==> src/include/icache_defines.svh <==
`ifndef ICACHE_DEFINES_SVH
`define ICACHE_DEFINES_SVH

// fetch and refill byte address
`define ICACHE_ADDR_W  32

// set index from address bits 8 to 3
`define ICACHE_INDEX_W 6
`define ICACHE_SETS    64

// tag from address bits 31 to 9
`define ICACHE_TAG_W   23

// one line holds two instruction words
`define ICACHE_LINE_W  64
`define ICACHE_INST_W  32

`define ICACHE_AGE_W   3

`endif

==> src/verilog/icache_pkg.sv <==
package icache_pkg;

    typedef enum logic [1:0] {
        IDLE   = 2'd0,
        LOOKUP = 2'd1,
        HIT    = 2'd2,
        REFILL = 2'd3
    } icache_state_e;

    typedef logic icache_way_t;

endpackage

==> src/verilog/icache_ctrl.sv <==
`timescale 1ns/1ps
`include "icache_defines.svh"

module icache_ctrl (
    input  logic                       clk,
    input  logic                       i_rst_n,
    input  logic                       i_fetch_valid,
    input  logic [`ICACHE_ADDR_W-1:0]  i_fetch_addr,
    output logic                       o_fetch_ready,
    output logic                       o_inst_valid,
    output logic [`ICACHE_INST_W-1:0]  o_inst_data,
    input  logic                       i_inst_ready,
    output logic                       o_mem_req,
    output logic [`ICACHE_ADDR_W-1:0]  o_mem_addr,
    input  logic                       i_mem_valid,
    output logic [`ICACHE_INDEX_W-1:0] o_index,
    output logic [`ICACHE_TAG_W-1:0]   o_wr_tag,
    input  logic [`ICACHE_TAG_W-1:0]   i_tag0,
    input  logic                       i_valid0,
    input  logic [`ICACHE_TAG_W-1:0]   i_tag1,
    input  logic                       i_valid1,
    input  logic [`ICACHE_LINE_W-1:0]  i_line0,
    input  logic [`ICACHE_LINE_W-1:0]  i_line1,
    input  icache_pkg::icache_way_t    i_victim_way,
    output logic                       o_fill_en0,
    output logic                       o_fill_en1,
    output logic                       o_tick,
    output logic                       o_touch_en,
    output icache_pkg::icache_way_t    o_touch_way
);

    import icache_pkg::*;

    icache_state_e              state;
    icache_state_e              state_nxt;
    logic [`ICACHE_ADDR_W-1:0]  addr_q;
    logic [`ICACHE_TAG_W-1:0]   tag_q;
    icache_way_t                hit_way;
    logic [`ICACHE_LINE_W-1:0]  hit_line;
    logic                       accept;
    logic                       hit0;
    logic                       hit1;
    logic                       fill;
    logic                       inst_done;

    assign accept    = i_fetch_valid && o_fetch_ready;
    assign fill      = (state == REFILL) && i_mem_valid;
    assign inst_done = o_inst_valid && i_inst_ready;

    assign tag_q = addr_q[`ICACHE_ADDR_W-1 -: `ICACHE_TAG_W];
    assign hit0  = i_valid0 && (i_tag0 == tag_q);
    assign hit1  = i_valid1 && (i_tag1 == tag_q);

    always_ff @(posedge clk) begin
        if (!i_rst_n) begin
            state <= IDLE;
        end else begin
            state <= state_nxt;
        end
    end

    always_comb begin
        state_nxt = state;
        case (state)
            IDLE:    if (accept) state_nxt = LOOKUP;
            LOOKUP:  state_nxt = (hit0 || hit1) ? HIT : REFILL;
            HIT:     if (inst_done) state_nxt = IDLE;
            REFILL:  if (i_mem_valid) state_nxt = LOOKUP;
            default: state_nxt = IDLE;
        endcase
    end

    always_ff @(posedge clk) begin
        if (accept) begin
            addr_q <= i_fetch_addr;
        end
    end

    // way 0 wins if both ever matched
    always_ff @(posedge clk) begin
        if (state == LOOKUP) begin
            hit_way <= icache_way_t'(!hit0);
        end
    end

    // RAMs read the incoming set while idle, so data is ready in LOOKUP
    assign o_index = (state == IDLE) ? i_fetch_addr[3 +: `ICACHE_INDEX_W]
                                     : addr_q[3 +: `ICACHE_INDEX_W];

    assign o_fetch_ready = (state == IDLE);
    assign o_inst_valid  = (state == HIT);
    assign o_mem_req     = (state == REFILL);
    assign o_mem_addr    = {addr_q[`ICACHE_ADDR_W-1:3], 3'b000};
    assign o_wr_tag      = tag_q;

    assign hit_line    = (hit_way == 1'b1) ? i_line1 : i_line0;
    assign o_inst_data = addr_q[2] ? hit_line[`ICACHE_LINE_W-1 -: `ICACHE_INST_W]
                                   : hit_line[`ICACHE_INST_W-1:0];

    assign o_fill_en0 = fill && (i_victim_way == 1'b0);
    assign o_fill_en1 = fill && (i_victim_way == 1'b1);

    // age updates
    assign o_tick      = accept;
    assign o_touch_en  = fill || inst_done;
    assign o_touch_way = (state == REFILL) ? i_victim_way : hit_way;

endmodule

==> config.mk <==
export PLATFORM = sky130hd
export DESIGN_NAME = icache_ctrl
export DESIGN_NICKNAME = d
export VERILOG_FILES = /design/src/verilog/icache_pkg.sv /design/src/verilog/icache_ctrl.sv
export VERILOG_INCLUDE_DIRS = /design/src /design/src/include
export SDC_FILE = /design/constraint.sdc
export NUM_CORES = 1
export LEC_CHECK = 0
export ABC_AREA = 1
export BUFFER_PORTS_ARGS = -buffer_cell sky130_fd_sc_hd__buf_2
export CELL_PAD_IN_SITES_DETAIL_PLACEMENT = 1
export CELL_PAD_IN_SITES_GLOBAL_PLACEMENT = 1
export CORE_AREA = 2 2 122 124
export DETAILED_ROUTE_END_ITERATION = 16
export DIE_AREA = 0 0 124 126
export PLACE_DENSITY_LB_ADDON = 0.1
export SLEW_MARGIN = 20
export SYNTH_ARGS = -nofsm -noshare
export SYNTH_HDL_FRONTEND = slang
export SYNTH_SLANG_ARGS = --single-unit
==> constraint.sdc <==
create_clock -name clk -period 7.95 [get_ports clk]
set_clock_uncertainty 0.2 [all_clocks]
set_input_delay 1.59 -clock clk [delete_from_list [all_inputs] [get_ports clk]]
set_output_delay 1.59 -clock clk [all_outputs]
set_load 0.1 [all_outputs]
==> impl_metrics.env <==
export IMPL_fillerInstances=1973
export IMPL_path_clk_slew_ps=50
export IMPL_avgSynthCellArea_um2=6.12
export IMPL_finalCriticalPeriod_ps=4860
export IMPL_grt_max_degree=67
export IMPL_setup_slack_ps=3090
export IMPL_cts_buffer_depth=2
export IMPL_post_cts_resized=0
export IMPL_yosys_area_top_type="edfxtp_1"
export IMPL_clock_root_buffer="clkbuf_16"
export IMPL_fp_dieH_um=126
export IMPL_finalSetupTns_ps=0
export IMPL_ys_ff_latch=33
export IMPL_worstPathArrival_ps=3070
export IMPL_synthTopCellsByArea="edfxtp_1 (27%), nand2_1 (17%), buf_4 (12%)"
export IMPL_cts_sinks=33
export IMPL_p_leak_nw=2.81
export IMPL_remaining_drc_errors=0
export IMPL_dpl_cell_area_um2=4750
export IMPL_synthCells=572
export IMPL_cts_buffers_inserted=5
export IMPL_vias=4478
export IMPL_postLayoutCoreUtil_pct=34.2
export IMPL_reg2reg_depth=3
export IMPL_setup_violations=0
export IMPL_ctsHoldBuffers=0
export IMPL_gr_total_overflow=0
export IMPL_relSlewSlack_pct=29.7
export IMPL_r2r_slack_ps=5690
export IMPL_rows=44
export IMPL_hpwl_mm=12.7
export IMPL_timing_hold_ws_ps=440
export IMPL_preCtsSetupSlack_ps=3050
export IMPL_slew_violations=0
export IMPL_ys_seq_area_share_pct=27.7
export IMPL_areaGrowthSynthToFinish_pct=39.8
export IMPL_path_max_fanout=31
export IMPL_crit_top_cell="buf_2"
export IMPL_synthFlopType="edfxtp_1"
export IMPL_slowest_stage="nor2_4"
export IMPL_ys_warn_count=0
export IMPL_required_ps=6160
export IMPL_crit_path_end_kind="output port"
export IMPL_cap_violations=0
export IMPL_port_buffers=309
export IMPL_cts_tree="built"
export IMPL_antenna_cells=0
export IMPL_min_path_cells=2
export IMPL_die_area_um2=15600
export IMPL_grt_usage_pct=18.0
export IMPL_multi_input_area_um2=1720
export IMPL_cpPeakStageDelay_ps=740
export IMPL_layout_drive_gt1_share_pct=41.9
export IMPL_power_density_nw_per_um2=188
export IMPL_worst_setup_path_type="in -> out"
export IMPL_cts_setup_buffers=0
export IMPL_wire_per_inst_um=15.1
export IMPL_register_area_um2=971
export IMPL_cp_start_kind="input port"
export IMPL_start_util_pct=24.5
export IMPL_rsz0062_at_grt="false"
export IMPL_hold_violations=0
export IMPL_min_period_over_period_pct=61.2
export IMPL_clk_insertion_delay_late_ps=290
export IMPL_grt_pass1_vias=4494
export IMPL_tightest_slew_ps=1050
export IMPL_fin_cells=1002
export IMPL_fp_dieW_um=124
export IMPL_synth_area_um2=3500
export IMPL_avgViaCountPerCell=4.47
export IMPL_dp_cells=994
export IMPL_crit_chain="buf_2, inv_1, nor2_4, buf_2"
export IMPL_ys_async_sr_fraction_pct=0
export IMPL_fp_coreArea_um2=14300
export IMPL_cts_max_level=2
export IMPL_grt_pass1_wl_mm=22.2
export IMPL_dr_first_iter_drc_count=138
export IMPL_first_pass_iters=4
export IMPL_gp_congestion=0.782
export IMPL_fmax_ghz=0.206
export IMPL_status="finished clean"
export IMPL_wl_mm=15.1
export IMPL_io_pins=315
export IMPL_antenna_found_initial=2
export IMPL_drtAntennaViolNets=0
export IMPL_synth_top_area_share_pct=26.6
export IMPL_synth_edff_count=31
export IMPL_ir_drop_uv=120
export IMPL_nets=1031
export IMPL_hold_class="reg -> reg"
export IMPL_p_total_uw=922
export IMPL_fin_area_um2=4890
export IMPL_synth_cell_types=24
-- worst paths after layout --
check | startpoint | end
setup reg to reg | state[1]$_SDFFE_PN0P_ | addr_q[29]$_DFFE_PP_
setup / recovery | i_fetch_valid | o_tick
hold reg to reg | state[1]$_SDFFE_PN0P_ | state[0]$_SDFFE_PN0P_
hold / removal | state[1]$_SDFFE_PN0P_ | state[0]$_SDFFE_PN0P_
-- layer usage --
layer	track usage, %	part of all wire, %
met1	19.9	39
met2	34.2	51
met3	4.53	8.5
met4	3.90	1.3
met5	0	0.22
-- flip-flops by register name, indices dropped and copies added, names as in the netlist --
name,count
state,2
hit_way,1
addr_q,30
-- cell usage in the layout, fill, tap and decap left out, types with 2 or more instances in the layout --
cell type,netlist,layout
buf_2,7,309
nand2_1,160,160
nor2_1,105,104
inv_1,58,58
o21ai_0,46,46
o22ai_1,32,32
edfxtp_1,31,31
o21ai_1,22,22
inv_2,13,13
nand4_1,7,7
nand2_2,6,6
clkbuf_16,0,5
nor2_2,3,3
nand3_1,3,3
nor3_1,3,3
conb_1,1,3
xor2_1,2,2
clkinv_2,0,2
dfxtp_1,2,2
-- where the power goes --
part | leakage, nW | switching [mW] | internal [mW]
Combinational | 2.43 | 0.409 | 0.0979
Clock | 0.0696 | 0.0761 | 0.115
Sequential | 0.307 | 0.0169 | 0.207
-- critical path: cells and delay by family --
family        cells  cell delay, ps
simple gates      1             740
buf+inv           3             730
-- cells in the mapped netlist, types with 4 or more instances --
| cell type | instances |
|---|---|
| buf_2 | 7 |
| nor2_1 | 105 |
| o21ai_1 | 22 |
| edfxtp_1 | 31 |
| o22ai_1 | 32 |
| nand2_1 | 160 |
| nand4_1 | 7 |
| o21ai_0 | 46 |
| inv_2 | 13 |
| clkbuf_1 | 4 |
| buf_6 | 7 |
| inv_1 | 58 |
| nand2_2 | 6 |
| buf_4 | 56 |
-- cell families (layout without fill, tap and decap cells) --
logic type | count (synthesis) | count (layout) | synth area share, %
AOI/OAI and AO/OA | 102 | 102 | 15.9
xor gates and xnor gates | 2 | 2 | 0.500
buffers and inverters | 146 | 390 | 23.5
DFF | 33 | 33 | 27.7
other | 1 | 3 | 0.107
and+or+nand+nor | 288 | 288 | 32.3
-- layout make-up --
class	instances	area share [%]
clock buffers	5	2.56
inverters	72	5.57
flip-flops and latches	33	19.8
clock inverters	3	0.358
multi-input cells	395	35.2
repair buffers	310	31.7
well taps	184	4.70
Power figures use the tool's default switching activity.
