<file path="src/include/icache_defines.svh">
`ifndef ICACHE_DEFINES_SVH
`define ICACHE_DEFINES_SVH

// fetch and refill byte address
`define ICACHE_ADDR_W  32

// set index from address bits 8 to 3
`define ICACHE_INDEX_W 6
`define ICACHE_SETS    64

// tag from address bits 31 to 9
`define ICACHE_TAG_W   23

// one line holds two instruction words
`define ICACHE_LINE_W  64
`define ICACHE_INST_W  32

`define ICACHE_AGE_W   3

`endif

</file>
<file path="src/verilog/icache_pkg.sv">
package icache_pkg;

    typedef enum logic [1:0] {
        IDLE   = 2'd0,
        LOOKUP = 2'd1,
        HIT    = 2'd2,
        REFILL = 2'd3
    } icache_state_e;

    typedef logic icache_way_t;

endpackage

</file>
<file path="src/verilog/icache_lru_age.sv">
`timescale 1ns/1ps
`include "icache_defines.svh"

module icache_lru_age (
    input  logic                       clk,
    input  logic                       i_rst_n,
    input  logic                       i_tick,
    input  logic                       i_touch_en,
    input  icache_pkg::icache_way_t    i_touch_way,
    input  logic [`ICACHE_INDEX_W-1:0] i_index,
    input  logic                       i_valid0,
    input  logic                       i_valid1,
    output icache_pkg::icache_way_t    o_victim_way
);

    import icache_pkg::*;

    logic [`ICACHE_AGE_W-1:0] age [2][`ICACHE_SETS];
    logic [`ICACHE_AGE_W-1:0] age0_cur;
    logic [`ICACHE_AGE_W-1:0] age1_cur;

    always_ff @(posedge clk) begin
        if (!i_rst_n) begin
            for (int w = 0; w < 2; w++) begin
                for (int s = 0; s < `ICACHE_SETS; s++) begin
                    age[w][s] <= '0;
                end
            end
        end else begin
            // saturating, every line ages on an accepted fetch
            if (i_tick) begin
                for (int w = 0; w < 2; w++) begin
                    for (int s = 0; s < `ICACHE_SETS; s++) begin
                        if (age[w][s] != '1) begin
                            age[w][s] <= age[w][s] + 1'b1;
                        end
                    end
                end
            end
            // later assignment, so a clear wins over the increment
            if (i_touch_en) begin
                age[i_touch_way][i_index] <= '0;
            end
        end
    end

    assign age0_cur = age[0][i_index];
    assign age1_cur = age[1][i_index];

    always_comb begin
        if (!i_valid0) begin
            o_victim_way = icache_way_t'(1'b0);
        end else if (!i_valid1) begin
            o_victim_way = icache_way_t'(1'b1);
        end else if (age0_cur >= age1_cur) begin
            // tie goes to way 0
            o_victim_way = icache_way_t'(1'b0);
        end else begin
            o_victim_way = icache_way_t'(1'b1);
        end
    end

endmodule

</file>
<file path="config.mk">
export PLATFORM = sky130hd
export DESIGN_NAME = icache_lru_age
export DESIGN_NICKNAME = d
export VERILOG_FILES = /design/src/verilog/icache_pkg.sv /design/src/verilog/icache_lru_age.sv
export VERILOG_INCLUDE_DIRS = /design/src /design/src/include
export SDC_FILE = /design/constraint.sdc
export NUM_CORES = 1
export LEC_CHECK = 0
export BUFFER_PORTS_ARGS = -buffer_cell sky130_fd_sc_hd__buf_2
export CORE_ASPECT_RATIO = 0.7
export CORE_UTILIZATION = 45
export DETAILED_ROUTE_END_ITERATION = 8
export GPL_TIMING_DRIVEN = 0
export HOLD_SLACK_MARGIN = 0.15
export SYNTH_ARGS = -nofsm -noshare
export SYNTH_HDL_FRONTEND = slang
export SYNTH_SLANG_ARGS = --single-unit
</file>
<file path="constraint.sdc">
create_clock -name clk -period 2.5 [get_ports clk]
set_input_delay 0.125 -clock clk [delete_from_list [all_inputs] [get_ports clk]]
set_output_delay 0.125 -clock clk [all_outputs]
set_load 0.02 [all_outputs]
</file>
==> reports/metrics.cfg, run 1 <==
[status]
status = complete, but fails checks
violations = negative setup slack

[final_layout]
top_register = age
fin_nets = 2455
largest_reg_flops = 384
area_growth_pct = 11.8
reg_top3 = age x384
drive_gt1_share_pct = 9.72

[power_and_ir_drop]
intPower_w = 0.0114
power_density_nw_per_um2 = 672
swShare_pct = 28.5
switchingPower_w = 0.00455
power_frac_comb_pct = 16.0
p_seq_share_pct = 44.0
p_clk_share_pct = 40.0
p_leak_nw = 10.9
peakVddDrop_mv = 0.454

[yosys]
synth_fp_nets = 2400
synthArstFlopShare_pct = 0
synth_area_leaders = dfxtp_1, ha_1, mux2i_1
synthesis.instances = 2128
synth-seq-cells = 384
yosys.cell_count.top_type = nor2_1
synth-seq-area-share_pct = 36.1
yosysTopAreaCell = dfxtp_1
synth.distinct_cells = 55
synth-main-ff-cell = dfxtp_1
synth_top_cells_by_count = nor2_1, dfxtp_1, mux2i_1, ha_1, nor2b_1
syn_area_um2 = 21300
synth_top_cell_area_share_pct = 36.1
yosysWarnings = 0
synth_edf_count = 0
postSynthAreaPerCell_um2 = 10.0

[detailed_routing]
drt_iter0_markers = 2172
final_antenna_net_count = 0
finalWirelength_mm = 73.2
viasPerCell = 6.14
vias = 17300
avgRoutedWirePerCell_um = 25.9
firstDrtPassIters = 5
drc = 0

[die]
num_rows = 66
core_area_um2 = 46600
initial_core_util_pct = 45.7
fp.dieArea_um2 = 48200
dieHeight_um = 184
pin_count = 14
fp.dieW_um = 262

[setup_path]
rr_startpoint = age[0][24]
path_class = in2out
critPathSlowestCell = nor3b_2
crit_path_end_kind = output port
crit_path_start_kind = primary input
max_stage_delay_ns = 0.86
cp_cell_sequence = buf_2, buf_4, buf_8, nor3b_2, a22o_1, a21oi_1, o221ai_1, and4b_1, ha_1, nor2b_2, o21ai_1, and2_4, buf_6
cp_max_fo = 10
worstPathRequired_ns = 2.38
arrival_ns = 3.26
cp-startpoint = i_index[1]

[global_route]
grt_usage_pct = 30.1
grt_pass1_vias = 16200
grt_pass1_wl_mm = 106
grt_max_degree = 14
gr-total-overflow = 0
antenna_found_initial = 9

[clock_network]
clkSinkCount = 384
clk_pin_slew_ns = 0.07
cts-root-buf = clkbuf_16
cts_buffers = 41
h-tree-depth = 2
clk-insertion-delay-late_ns = 0.56
cts_buffer_depth = 3
cts_tree = yes

[timing]
hold_ws_ns = 0.206
relSlewSlack_pct = 7.76
fmax_mhz = 295
setup_slack_ns = -0.884
slew_violations = 0
clock-skew-final_ns = 0.0125
hold_viol = 0
max_slew.worst_pin.slew_ns = 1.38
setup_violations = 57
layout_min_cycle_time_ns = 3.38
rsz0062_at_grt = true
fin_crit_sh_pct = 135
setup_tns_ns = -4.15

[run]
max-cap-violations = 0

[hold_path]
hold_class = in2reg
min_from = i_touch_en

[placement]
dp_hpwl_mm = 52.6
io_buffers = 10
routabilityCongestion = 0.986
pre_cts_ws_ns = -1.91

power by group through the flow:
stage                     clock (W)  combinational (W)  sequential [W]
after detailed placement          0            0.00240         0.00715
final                       0.00639            0.00256         0.00704
after floorplan                   0            0.00172         0.00700
after global placement            0            0.00230         0.00713
after global routing        0.00665            0.00276         0.00708
after CTS                   0.00644            0.00249         0.00702
routing by layer:
metal / track usage [%] / vias to the layer above / part of all wire, %
met5: 0 / - / 0
met4: 10.2 / 0 / 3.6
met3: 6.81 / 167 / 12
met2: 43.8 / 921 / 41
met1: 43.4 / 8532 / 44
li1: - / 7713 / -
cell type report:
| type | instances | area (um2) |
|---|---|---|
| fill | 4240 | 22800 |
| multi-input combinational | 1650 | 13300 |
| sequential | 384 | 7700 |
| clock buffer | 62 | 1210 |
| tap | 612 | 766 |
| buffer | 90 | 586 |
| clock inverter | 9 | 149 |
| timing repair buffer | 12 | 73.8 |
| inverter | 4 | 15.0 |
| antenna | 2 | 5.00 |
per-stage QoR:
| step | utilization (%) | instances | instance area (um2) | total power [W] |
|---|---|---|---|---|
| floorplan | - | 2128 | 21300 | 0.00872 |
| global placement | 47.5 | 2750 | 22100 | 0.00943 |
| detailed placement | 47.5 | 2750 | 22100 | 0.00955 |
| CTS | 50.9 | 2823 | 23700 | 0.0159 |
| global route | 51.1 | 2824 | 23800 | 0.0165 |
| finish | 51.1 | 2825 | 23800 | 0.0160 |
cells by family (layout without fill, tap and decap cells):
group           Yosys count  in the layout  share of synthesized area (%)
simple gates            636            636                           13.7
flops                   384            384                           36.1
mux                     358            358                           19.6
compound gates          269            269                           7.93
fa+ha+maj               259            259                           15.2
xor+xnor                128            128                           5.27
buf+inv                  94            177                           2.20
other cells               0              2                              0
critical path, delay by kind of cell:
family	cells	cell delay, ns
buf+inv	4	0.64
compound gates	4	0.79
fa+ha+maj	1	0.26
simple gates	4	1.42
timing repair:
action / 4_1_cts / 5_1_grt
endpoints found under the setup margin: 67 / 10
resized for setup: 61 / 32
hold buffers: 1 / 0
endpoints found under the hold margin: 2 / 0
setup buffers: 1 / 0
pin swaps: 7 / 7
path summary, 6_finish.rpt:
check / endpoint / slack [ns] / depth (start not counted)
worst max-delay path: o_victim_way / -0.88 / 13
worst min-delay path: age[1][94] / 0.21 / 4
worst max register to register: age[0][25] / 0.98 / 6
worst min register to register: age[0][156] / 0.52 / 2
cell usage in the layout (no fill, tap or decap), types with 5 or more instances in the layout:
| cell type | netlist | layout |
|---|---|---|
| nor2_1 | 397 | 396 |
| dfxtp_1 | 384 | 374 |
| mux2i_1 | 275 | 272 |
| ha_1 | 259 | 259 |
| nor2b_1 | 135 | 133 |
| xnor2_1 | 128 | 128 |
| o21ai_0 | 102 | 97 |
| clkbuf_1 | 47 | 51 |
| o21ai_1 | 42 | 46 |
| mux4_2 | 43 | 43 |
| clkbuf_16 | 0 | 41 |
| nand2_1 | 39 | 39 |
| mux2_1 | 28 | 28 |
| a22oi_1 | 30 | 28 |
| a221oi_1 | 28 | 27 |
| buf_2 | 29 | 20 |
| buf_6 | 8 | 15 |
| buf_4 | 5 | 14 |
| a21oi_1 | 15 | 14 |
| nand3_1 | 17 | 13 |
| mux2_2 | 12 | 12 |
| clkbuf_8 | 0 | 11 |
| dfxtp_2 | 0 | 10 |
| a31oi_1 | 8 | 8 |
| nand2b_1 | 9 | 8 |
| nand3b_1 | 7 | 7 |
| a221o_1 | 7 | 7 |
| o22ai_1 | 9 | 7 |
| and3_1 | 6 | 6 |
| nor3b_1 | 5 | 5 |
| buf_8 | 0 | 5 |
(Power assumes the default switching activity.)
==> run 2: changes to the inputs <==
--- a/config.mk
+++ b/config.mk
@@ -12,6 +12,8 @@
 export DETAILED_ROUTE_END_ITERATION = 8
 export GPL_TIMING_DRIVEN = 0
 export HOLD_SLACK_MARGIN = 0.15
+export PLACE_DENSITY = 0.6
+export SKIP_CTS_REPAIR_TIMING = 1
 export SYNTH_ARGS = -nofsm -noshare
 export SYNTH_HDL_FRONTEND = slang
 export SYNTH_SLANG_ARGS = --single-unit
==> constraint.sdc (replaced) <==
create_clock -name clk -period 3.1 [get_ports clk]
set_input_delay 0.155 -clock clk [delete_from_list [all_inputs] [get_ports clk]]
set_output_delay 0.155 -clock clk [all_outputs]
set_load 0.02 [all_outputs]
==> reports/metrics.cfg, run 2 (synthesis gave the netlist of run 1 again) <==
[timing]
clock-skew-final_ns = 0.0198  ; +0.00729 ns
fmax_mhz = 287
max_slew.worst_pin.slew_ns = 1.42  ; +0.0357 ns
fin_crit_sh_pct = 113
setup_violations = 1  ; -98%
rsz0062_at_grt = true
relSlewSlack_pct = 5.38  ; -2.4 points
hold_viol = 0  ; unchanged
layout_min_cycle_time_ns = 3.49
setup_slack_ns = -0.390  ; +0.495 ns
slew_violations = 0  ; unchanged

[detailed_routing]
drt_iter0_markers = 2202  ; +1.4%
final_antenna_net_count = 0  ; unchanged
viasPerCell = 6.09  ; -0.75%
firstDrtPassIters = 6  ; +1
vias = 17200  ; -0.93%
avgRoutedWirePerCell_um = 26.6  ; +2.6%
finalWirelength_mm = 75.0  ; +2.4%
drc = 0  ; unchanged

[placement]
dp_hpwl_mm = 53.3  ; +1.3%
pre_cts_ws_ns = -1.14  ; +0.766 ns
dpl_cell_area_um2 = 22100  ; about the same
io_buffers = 10  ; unchanged
routabilityCongestion = 0.969  ; -1.7%

[final_layout]
final_util_pct = 50.7  ; -0.37 points
top_register = age
area_growth_pct = 11.0
drive_gt1_share_pct = 9.34  ; -0.39 points
reg_top3 = age x384
final_common_cell = nor2_1
final_cell_mix = nor2_1, dfxtp_1, mux2i_1, ha_1, nor2b_1
largest_reg_flops = 384  ; unchanged
fin_nets = 2456  ; +0.041%
stdcell_area_um2 = 23600  ; -0.72%

[setup_path]
crit_path_end_kind = output port
max_stage_delay_ns = 0.64  ; -0.22 ns
cp_top_family = simple AND/OR/NAND/NOR gates
worstPathRequired_ns = 2.94  ; +0.56 ns
rr_endpoint = age[0][34]
rr_startpoint = age[0][33]
path_class = in2out
critical_path_buf_inv_count = 5  ; +1
reg2reg_slack_ns = 1.53  ; +0.55 ns
cp_max_fo = 10  ; unchanged
cp_cell_sequence = buf_2, clkbuf_4, buf_8, clkbuf_4, nor2_1, a211oi_1, o22ai_1, a22oi_2, nand4_1, ha_1, nand2b_4, a21oi_2, nor2b_2, o21ai_1, and2_1, buf_6
cp_common_cell = clkbuf_4
critPathSlowestCell = nor2_1
crit_path_start_kind = primary input
arrival_ns = 3.33  ; +0.07 ns
worstRegToRegCells = 6  ; unchanged

[clock_network]
cts_buffers = 40  ; -2.4%
clkSinkCount = 384  ; unchanged
clk_pin_slew_ns = 0.06  ; about the same
cts_tree = yes
h-tree-depth = 2  ; unchanged
cts-root-buf = clkbuf_16
clk-insertion-delay-late_ns = 0.57  ; about the same
cts_buffer_depth = 3  ; unchanged

[run]
max-cap-violations = 0  ; unchanged

[hold_path]
hold_depth = 4  ; unchanged
hold_class = in2reg
min_from = i_touch_way
whs_endpoint = age[0][102]

[die]
core_area_um2 = 46600  ; unchanged
num_rows = 66  ; unchanged
initial_core_util_pct = 45.7  ; unchanged
fp.dieW_um = 262  ; unchanged
fp.dieArea_um2 = 48200  ; unchanged
pin_count = 14  ; unchanged
dieHeight_um = 184  ; unchanged

[power_and_ir_drop]
peakVddDrop_mv = 0.356  ; -22%
power_density_nw_per_um2 = 538  ; -20%
p_leak_nw = 10.8  ; -0.41%

[global_route]
grt_pass1_vias = 16200  ; +0.42%
antenna_found_initial = 6  ; -3
gr-total-overflow = 0  ; unchanged
grt_pass1_wl_mm = 108  ; +1.6%
grt_usage_pct = 31.0  ; +0.87 points
grt_max_degree = 15  ; +1

[status]
violations = negative setup slack
status = complete, but fails checks

[run 2: cell types whose count changed in the layout (fill, tap and decap cells not counted), moves of 3 or more]
cell | previous run | this run
dfxtp_1 | 374 | 377
clkbuf_4 | 4 | 10
nand3_1 | 13 | 16
clkbuf_8 | 11 | 8
buf_8 | 5 | 2
dfxtp_2 | 10 | 6
clkbuf_1 | 51 | 45
clkbuf_2 | 1 | 4
[run 2: final cells by class]
type	count	area (um2)
multi-input combinational	1650	13200
timing repair buffer	14	86.3
clock inverter	11	140
sequential	384	7700
buffer	90	546
inverter	4	15.0
antenna	2	5.00
fill	4276	22900
tap	612	766
clock buffer	53	1150
[run 2: worst max path at each step]
stage	to	from	cells after the start
floorplan	o_victim_way	i_index[2]	14
global placement	o_victim_way	i_index[2]	16
detailed placement	o_victim_way	i_index[2]	16
CTS	o_victim_way	i_index[2]	16
global route	o_victim_way	age[0][36]	12
finish	o_victim_way	i_index[1]	16
[run 2: stage by stage]
stage | std cells | hold slack [ns] | setup TNS, ns | total power (W)
6_report | 2820 | 0.213 | -0.390 | 0.0127
5_1_grt | 2819 | 0.237 | -0.445 | 0.0131
4_1_cts | 2814 | 0.191 | -1.27 | 0.0126
3_5_place_dp | 2750 | 0.515 | -22.44 | 0.00771
3_3_place_gp | 2750 | 0.501 | -18.74 | 0.00760
2_1_floorplan | 2128 | 0.478 | 0 | 0.00703
[run 2: layer usage]
layer / track usage, % / up-vias / wire length (um)
met5: 0 / - / 0
li1: - / 7703 / -
met4: 12.0 / 0 / 2980
met2: 43.5 / 863 / 29800
met1: 43.6 / 8421 / 33300
met3: 10.0 / 185 / 8870
[run 2: where the power goes]
group	internal, W	leakage, nW	switching (W)
Clock	0.00284	0.639	0.00214
Combinational	0.000879	7.06	0.00117
Sequential	0.00531	3.15	0.000372
Total	0.00903	10.8	0.00368
[run 2: tightest hold or removal path: stages]
cell and delay [ns]:
buf_2 0.14, nand2b_1 0.19, o21ai_1 0.14, nor2_1 0.11
==> run 3: changes to the inputs <==
--- a/config.mk
+++ b/config.mk
@@ -8,11 +8,11 @@
 export LEC_CHECK = 0
 export BUFFER_PORTS_ARGS = -buffer_cell sky130_fd_sc_hd__buf_2
 export CORE_ASPECT_RATIO = 0.7
-export CORE_UTILIZATION = 45
+export CORE_UTILIZATION = 58
 export DETAILED_ROUTE_END_ITERATION = 8
 export GPL_TIMING_DRIVEN = 0
 export HOLD_SLACK_MARGIN = 0.15
-export PLACE_DENSITY = 0.6
+export PLACE_DENSITY = 0.75
 export SKIP_CTS_REPAIR_TIMING = 1
 export SYNTH_ARGS = -nofsm -noshare
 export SYNTH_HDL_FRONTEND = slang
==> reports/metrics.cfg, run 3 (synthesis gave the netlist of run 1 again) <==
[final_layout]
top_register = age
area_growth_pct = 10.1
final_util_pct = 65.0  ; +14 points
final_cell_mix = nor2_1, dfxtp_1, mux2i_1, ha_1, nor2b_1
final_common_cell = nor2_1
fin_nets = 2450  ; -0.24%
largest_reg_flops = 384  ; unchanged
stdcell_area_um2 = 23400  ; -0.80%
n_fill_cell = 2892  ; -32%
reg_top3 = age x384
ff_latch_area_um2 = 7690  ; about the same
drive_gt1_share_pct = 8.88  ; -0.45 points
multi_input_area_um2 = 13200  ; about the same

[setup_path]
crit_path_end_kind = output port
cp_max_fo = 10  ; unchanged
crit_path_start_kind = primary input
path_class = in2out
arrival_ns = 3.35  ; +0.02 ns
reg2reg_slack_ns = 1.51  ; -0.02 ns
worstPathRequired_ns = 2.94  ; about the same

[timing]
relSlewSlack_pct = 7.48  ; +2.1 points
hold_viol = 0  ; unchanged
clock-skew-final_ns = 0.0233  ; +0.00351 ns
rsz0062_at_grt = true
fin_crit_sh_pct = 113  ; +0.51 points
slew_violations = 0  ; unchanged
layout_min_cycle_time_ns = 3.51  ; +0.0159 ns
max_slew.worst_pin.slew_ns = 1.39  ; -0.0316 ns
setup_tns_ns = -0.406  ; -0.0159 ns
fmax_mhz = 285  ; -0.45%
setup_slack_ns = -0.406  ; -0.0159 ns
hold_ws_ns = 0.206  ; -0.00711 ns
setup_violations = 1  ; unchanged

[power_and_ir_drop]
swShare_pct = 28.8  ; -0.18 points
power_frac_comb_pct = 16.2  ; about the same
p_clk_share_pct = 38.9  ; -0.3 points
switchingPower_w = 0.00365  ; -0.92%
p_seq_share_pct = 44.9  ; +0.2 points
peakVddDrop_mv = 0.419  ; +18%
p_leak_nw = 10.8  ; -0.12%
power_density_nw_per_um2 = 540  ; +0.50%
intPower_w = 0.00902  ; about the same

[clock_network]
cts-root-buf = clkbuf_16
clk-insertion-delay-late_ns = 0.56  ; about the same
h-tree-depth = 2  ; unchanged
cts_buffers = 38  ; -5.0%
cts_tree = yes
cts_buffer_depth = 3  ; unchanged
clk_pin_slew_ns = 0.07  ; about the same
clkSinkCount = 384  ; unchanged

[global_route]
grt_pass1_wl_mm = 106  ; -1.6%
grt_usage_pct = 38.1  ; +7.1 points
antenna_found_initial = 3  ; -3
grt_max_degree = 15  ; unchanged
gr-total-overflow = 0  ; unchanged
grt_pass1_vias = 17300  ; +6.3%

[placement]
routabilityCongestion = 1.05  ; +8.0%
dpl_cell_area_um2 = 21900  ; -0.75%
io_buffers = 10  ; unchanged
dp_hpwl_mm = 50.9  ; -4.4%
pre_cts_ws_ns = -1.09  ; +0.0542 ns

[detailed_routing]
avgRoutedWirePerCell_um = 26.7  ; +0.28%
drc = 0  ; unchanged
drt_iter0_markers = 2416  ; +9.7%
finalWirelength_mm = 71.6  ; -4.5%
viasPerCell = 6.55  ; +7.6%
final_antenna_net_count = 0  ; unchanged
firstDrtPassIters = 8  ; +2
vias = 17600  ; +2.6%

[status]
violations = negative setup slack
status = complete, but fails checks

[hold_path]
hold_class = in2reg

[die]
pin_count = 14  ; unchanged
fp.dieW_um = 231  ; -12%
dieHeight_um = 162  ; -12%
core_area_um2 = 36100  ; -23%
initial_core_util_pct = 59.0  ; +13 points
fp.dieArea_um2 = 37500  ; -22%
num_rows = 58  ; -12%

[run]
max-cap-violations = 0  ; unchanged

[run 3: metal layers]
layer,wire [um],up-vias,global-route usage (%)
met5,9,-,0
met4,3510,2,16.9
met3,10300,289,12.7
met2,29000,1130,55.2
met1,28800,8501,51.4
li1,-,7688,-
[run 3: critical path, cell delays in order]
cell,delay [ns]
buf_2,0.13
clkbuf_4,0.24
nor2b_2,0.56
clkbuf_2,0.51
a22oi_1,0.16
o2bb2ai_1,0.30
a21oi_1,0.11
o211a_1,0.15
ha_1,0.29
nand2b_4,0.15
a21oi_4,0.14
nor2b_2,0.07
o21ai_1,0.10
and2_1,0.14
buf_6,0.11
[run 3: cell type report]
| cell class | count | share of cell area (%) |
|---|---|---|
| diodes | 1 | 0.0107 |
| inverters | 4 | 0.0640 |
| repair buffers | 10 | 0.240 |
| clock inverters | 10 | 0.438 |
| clock buffers | 58 | 5.12 |
| flip-flops and latches | 384 | 32.8 |
| multi-input cells | 1650 | 56.4 |
| well taps | 480 | 2.56 |
| plain buffers | 90 | 2.31 |
[run 3: through the flow]
| step | cells | total power (W) |
|---|---|---|
| 2_1_floorplan | 2128 | 0.00703 |
| 3_3_place_gp | 2618 | 0.00755 |
| 3_5_place_dp | 2618 | 0.00769 |
| 4_1_cts | 2686 | 0.0125 |
| 5_1_grt | 2686 | 0.0130 |
| 6_report | 2687 | 0.0127 |
[run 3: power by group through the flow]
stage,Combinational [W],Sequential [W],Clock [W]
after CTS,0.00194,0.00566,0.00490
after floorplan,0.00138,0.00564,0
final,0.00206,0.00568,0.00493
after global placement,0.00181,0.00574,0
after global routing,0.00220,0.00571,0.00510
after detailed placement,0.00192,0.00577,0
[run 3: final timing paths]
kind,endpoint,cells past startpoint,startpoint
setup / recovery,o_victim_way,15,i_index[1]
hold / removal,age[1][95],4,i_touch_en
setup reg to reg,age[0][112],5,age[0][111]
hold reg to reg,age[1][146],2,age[1][146]
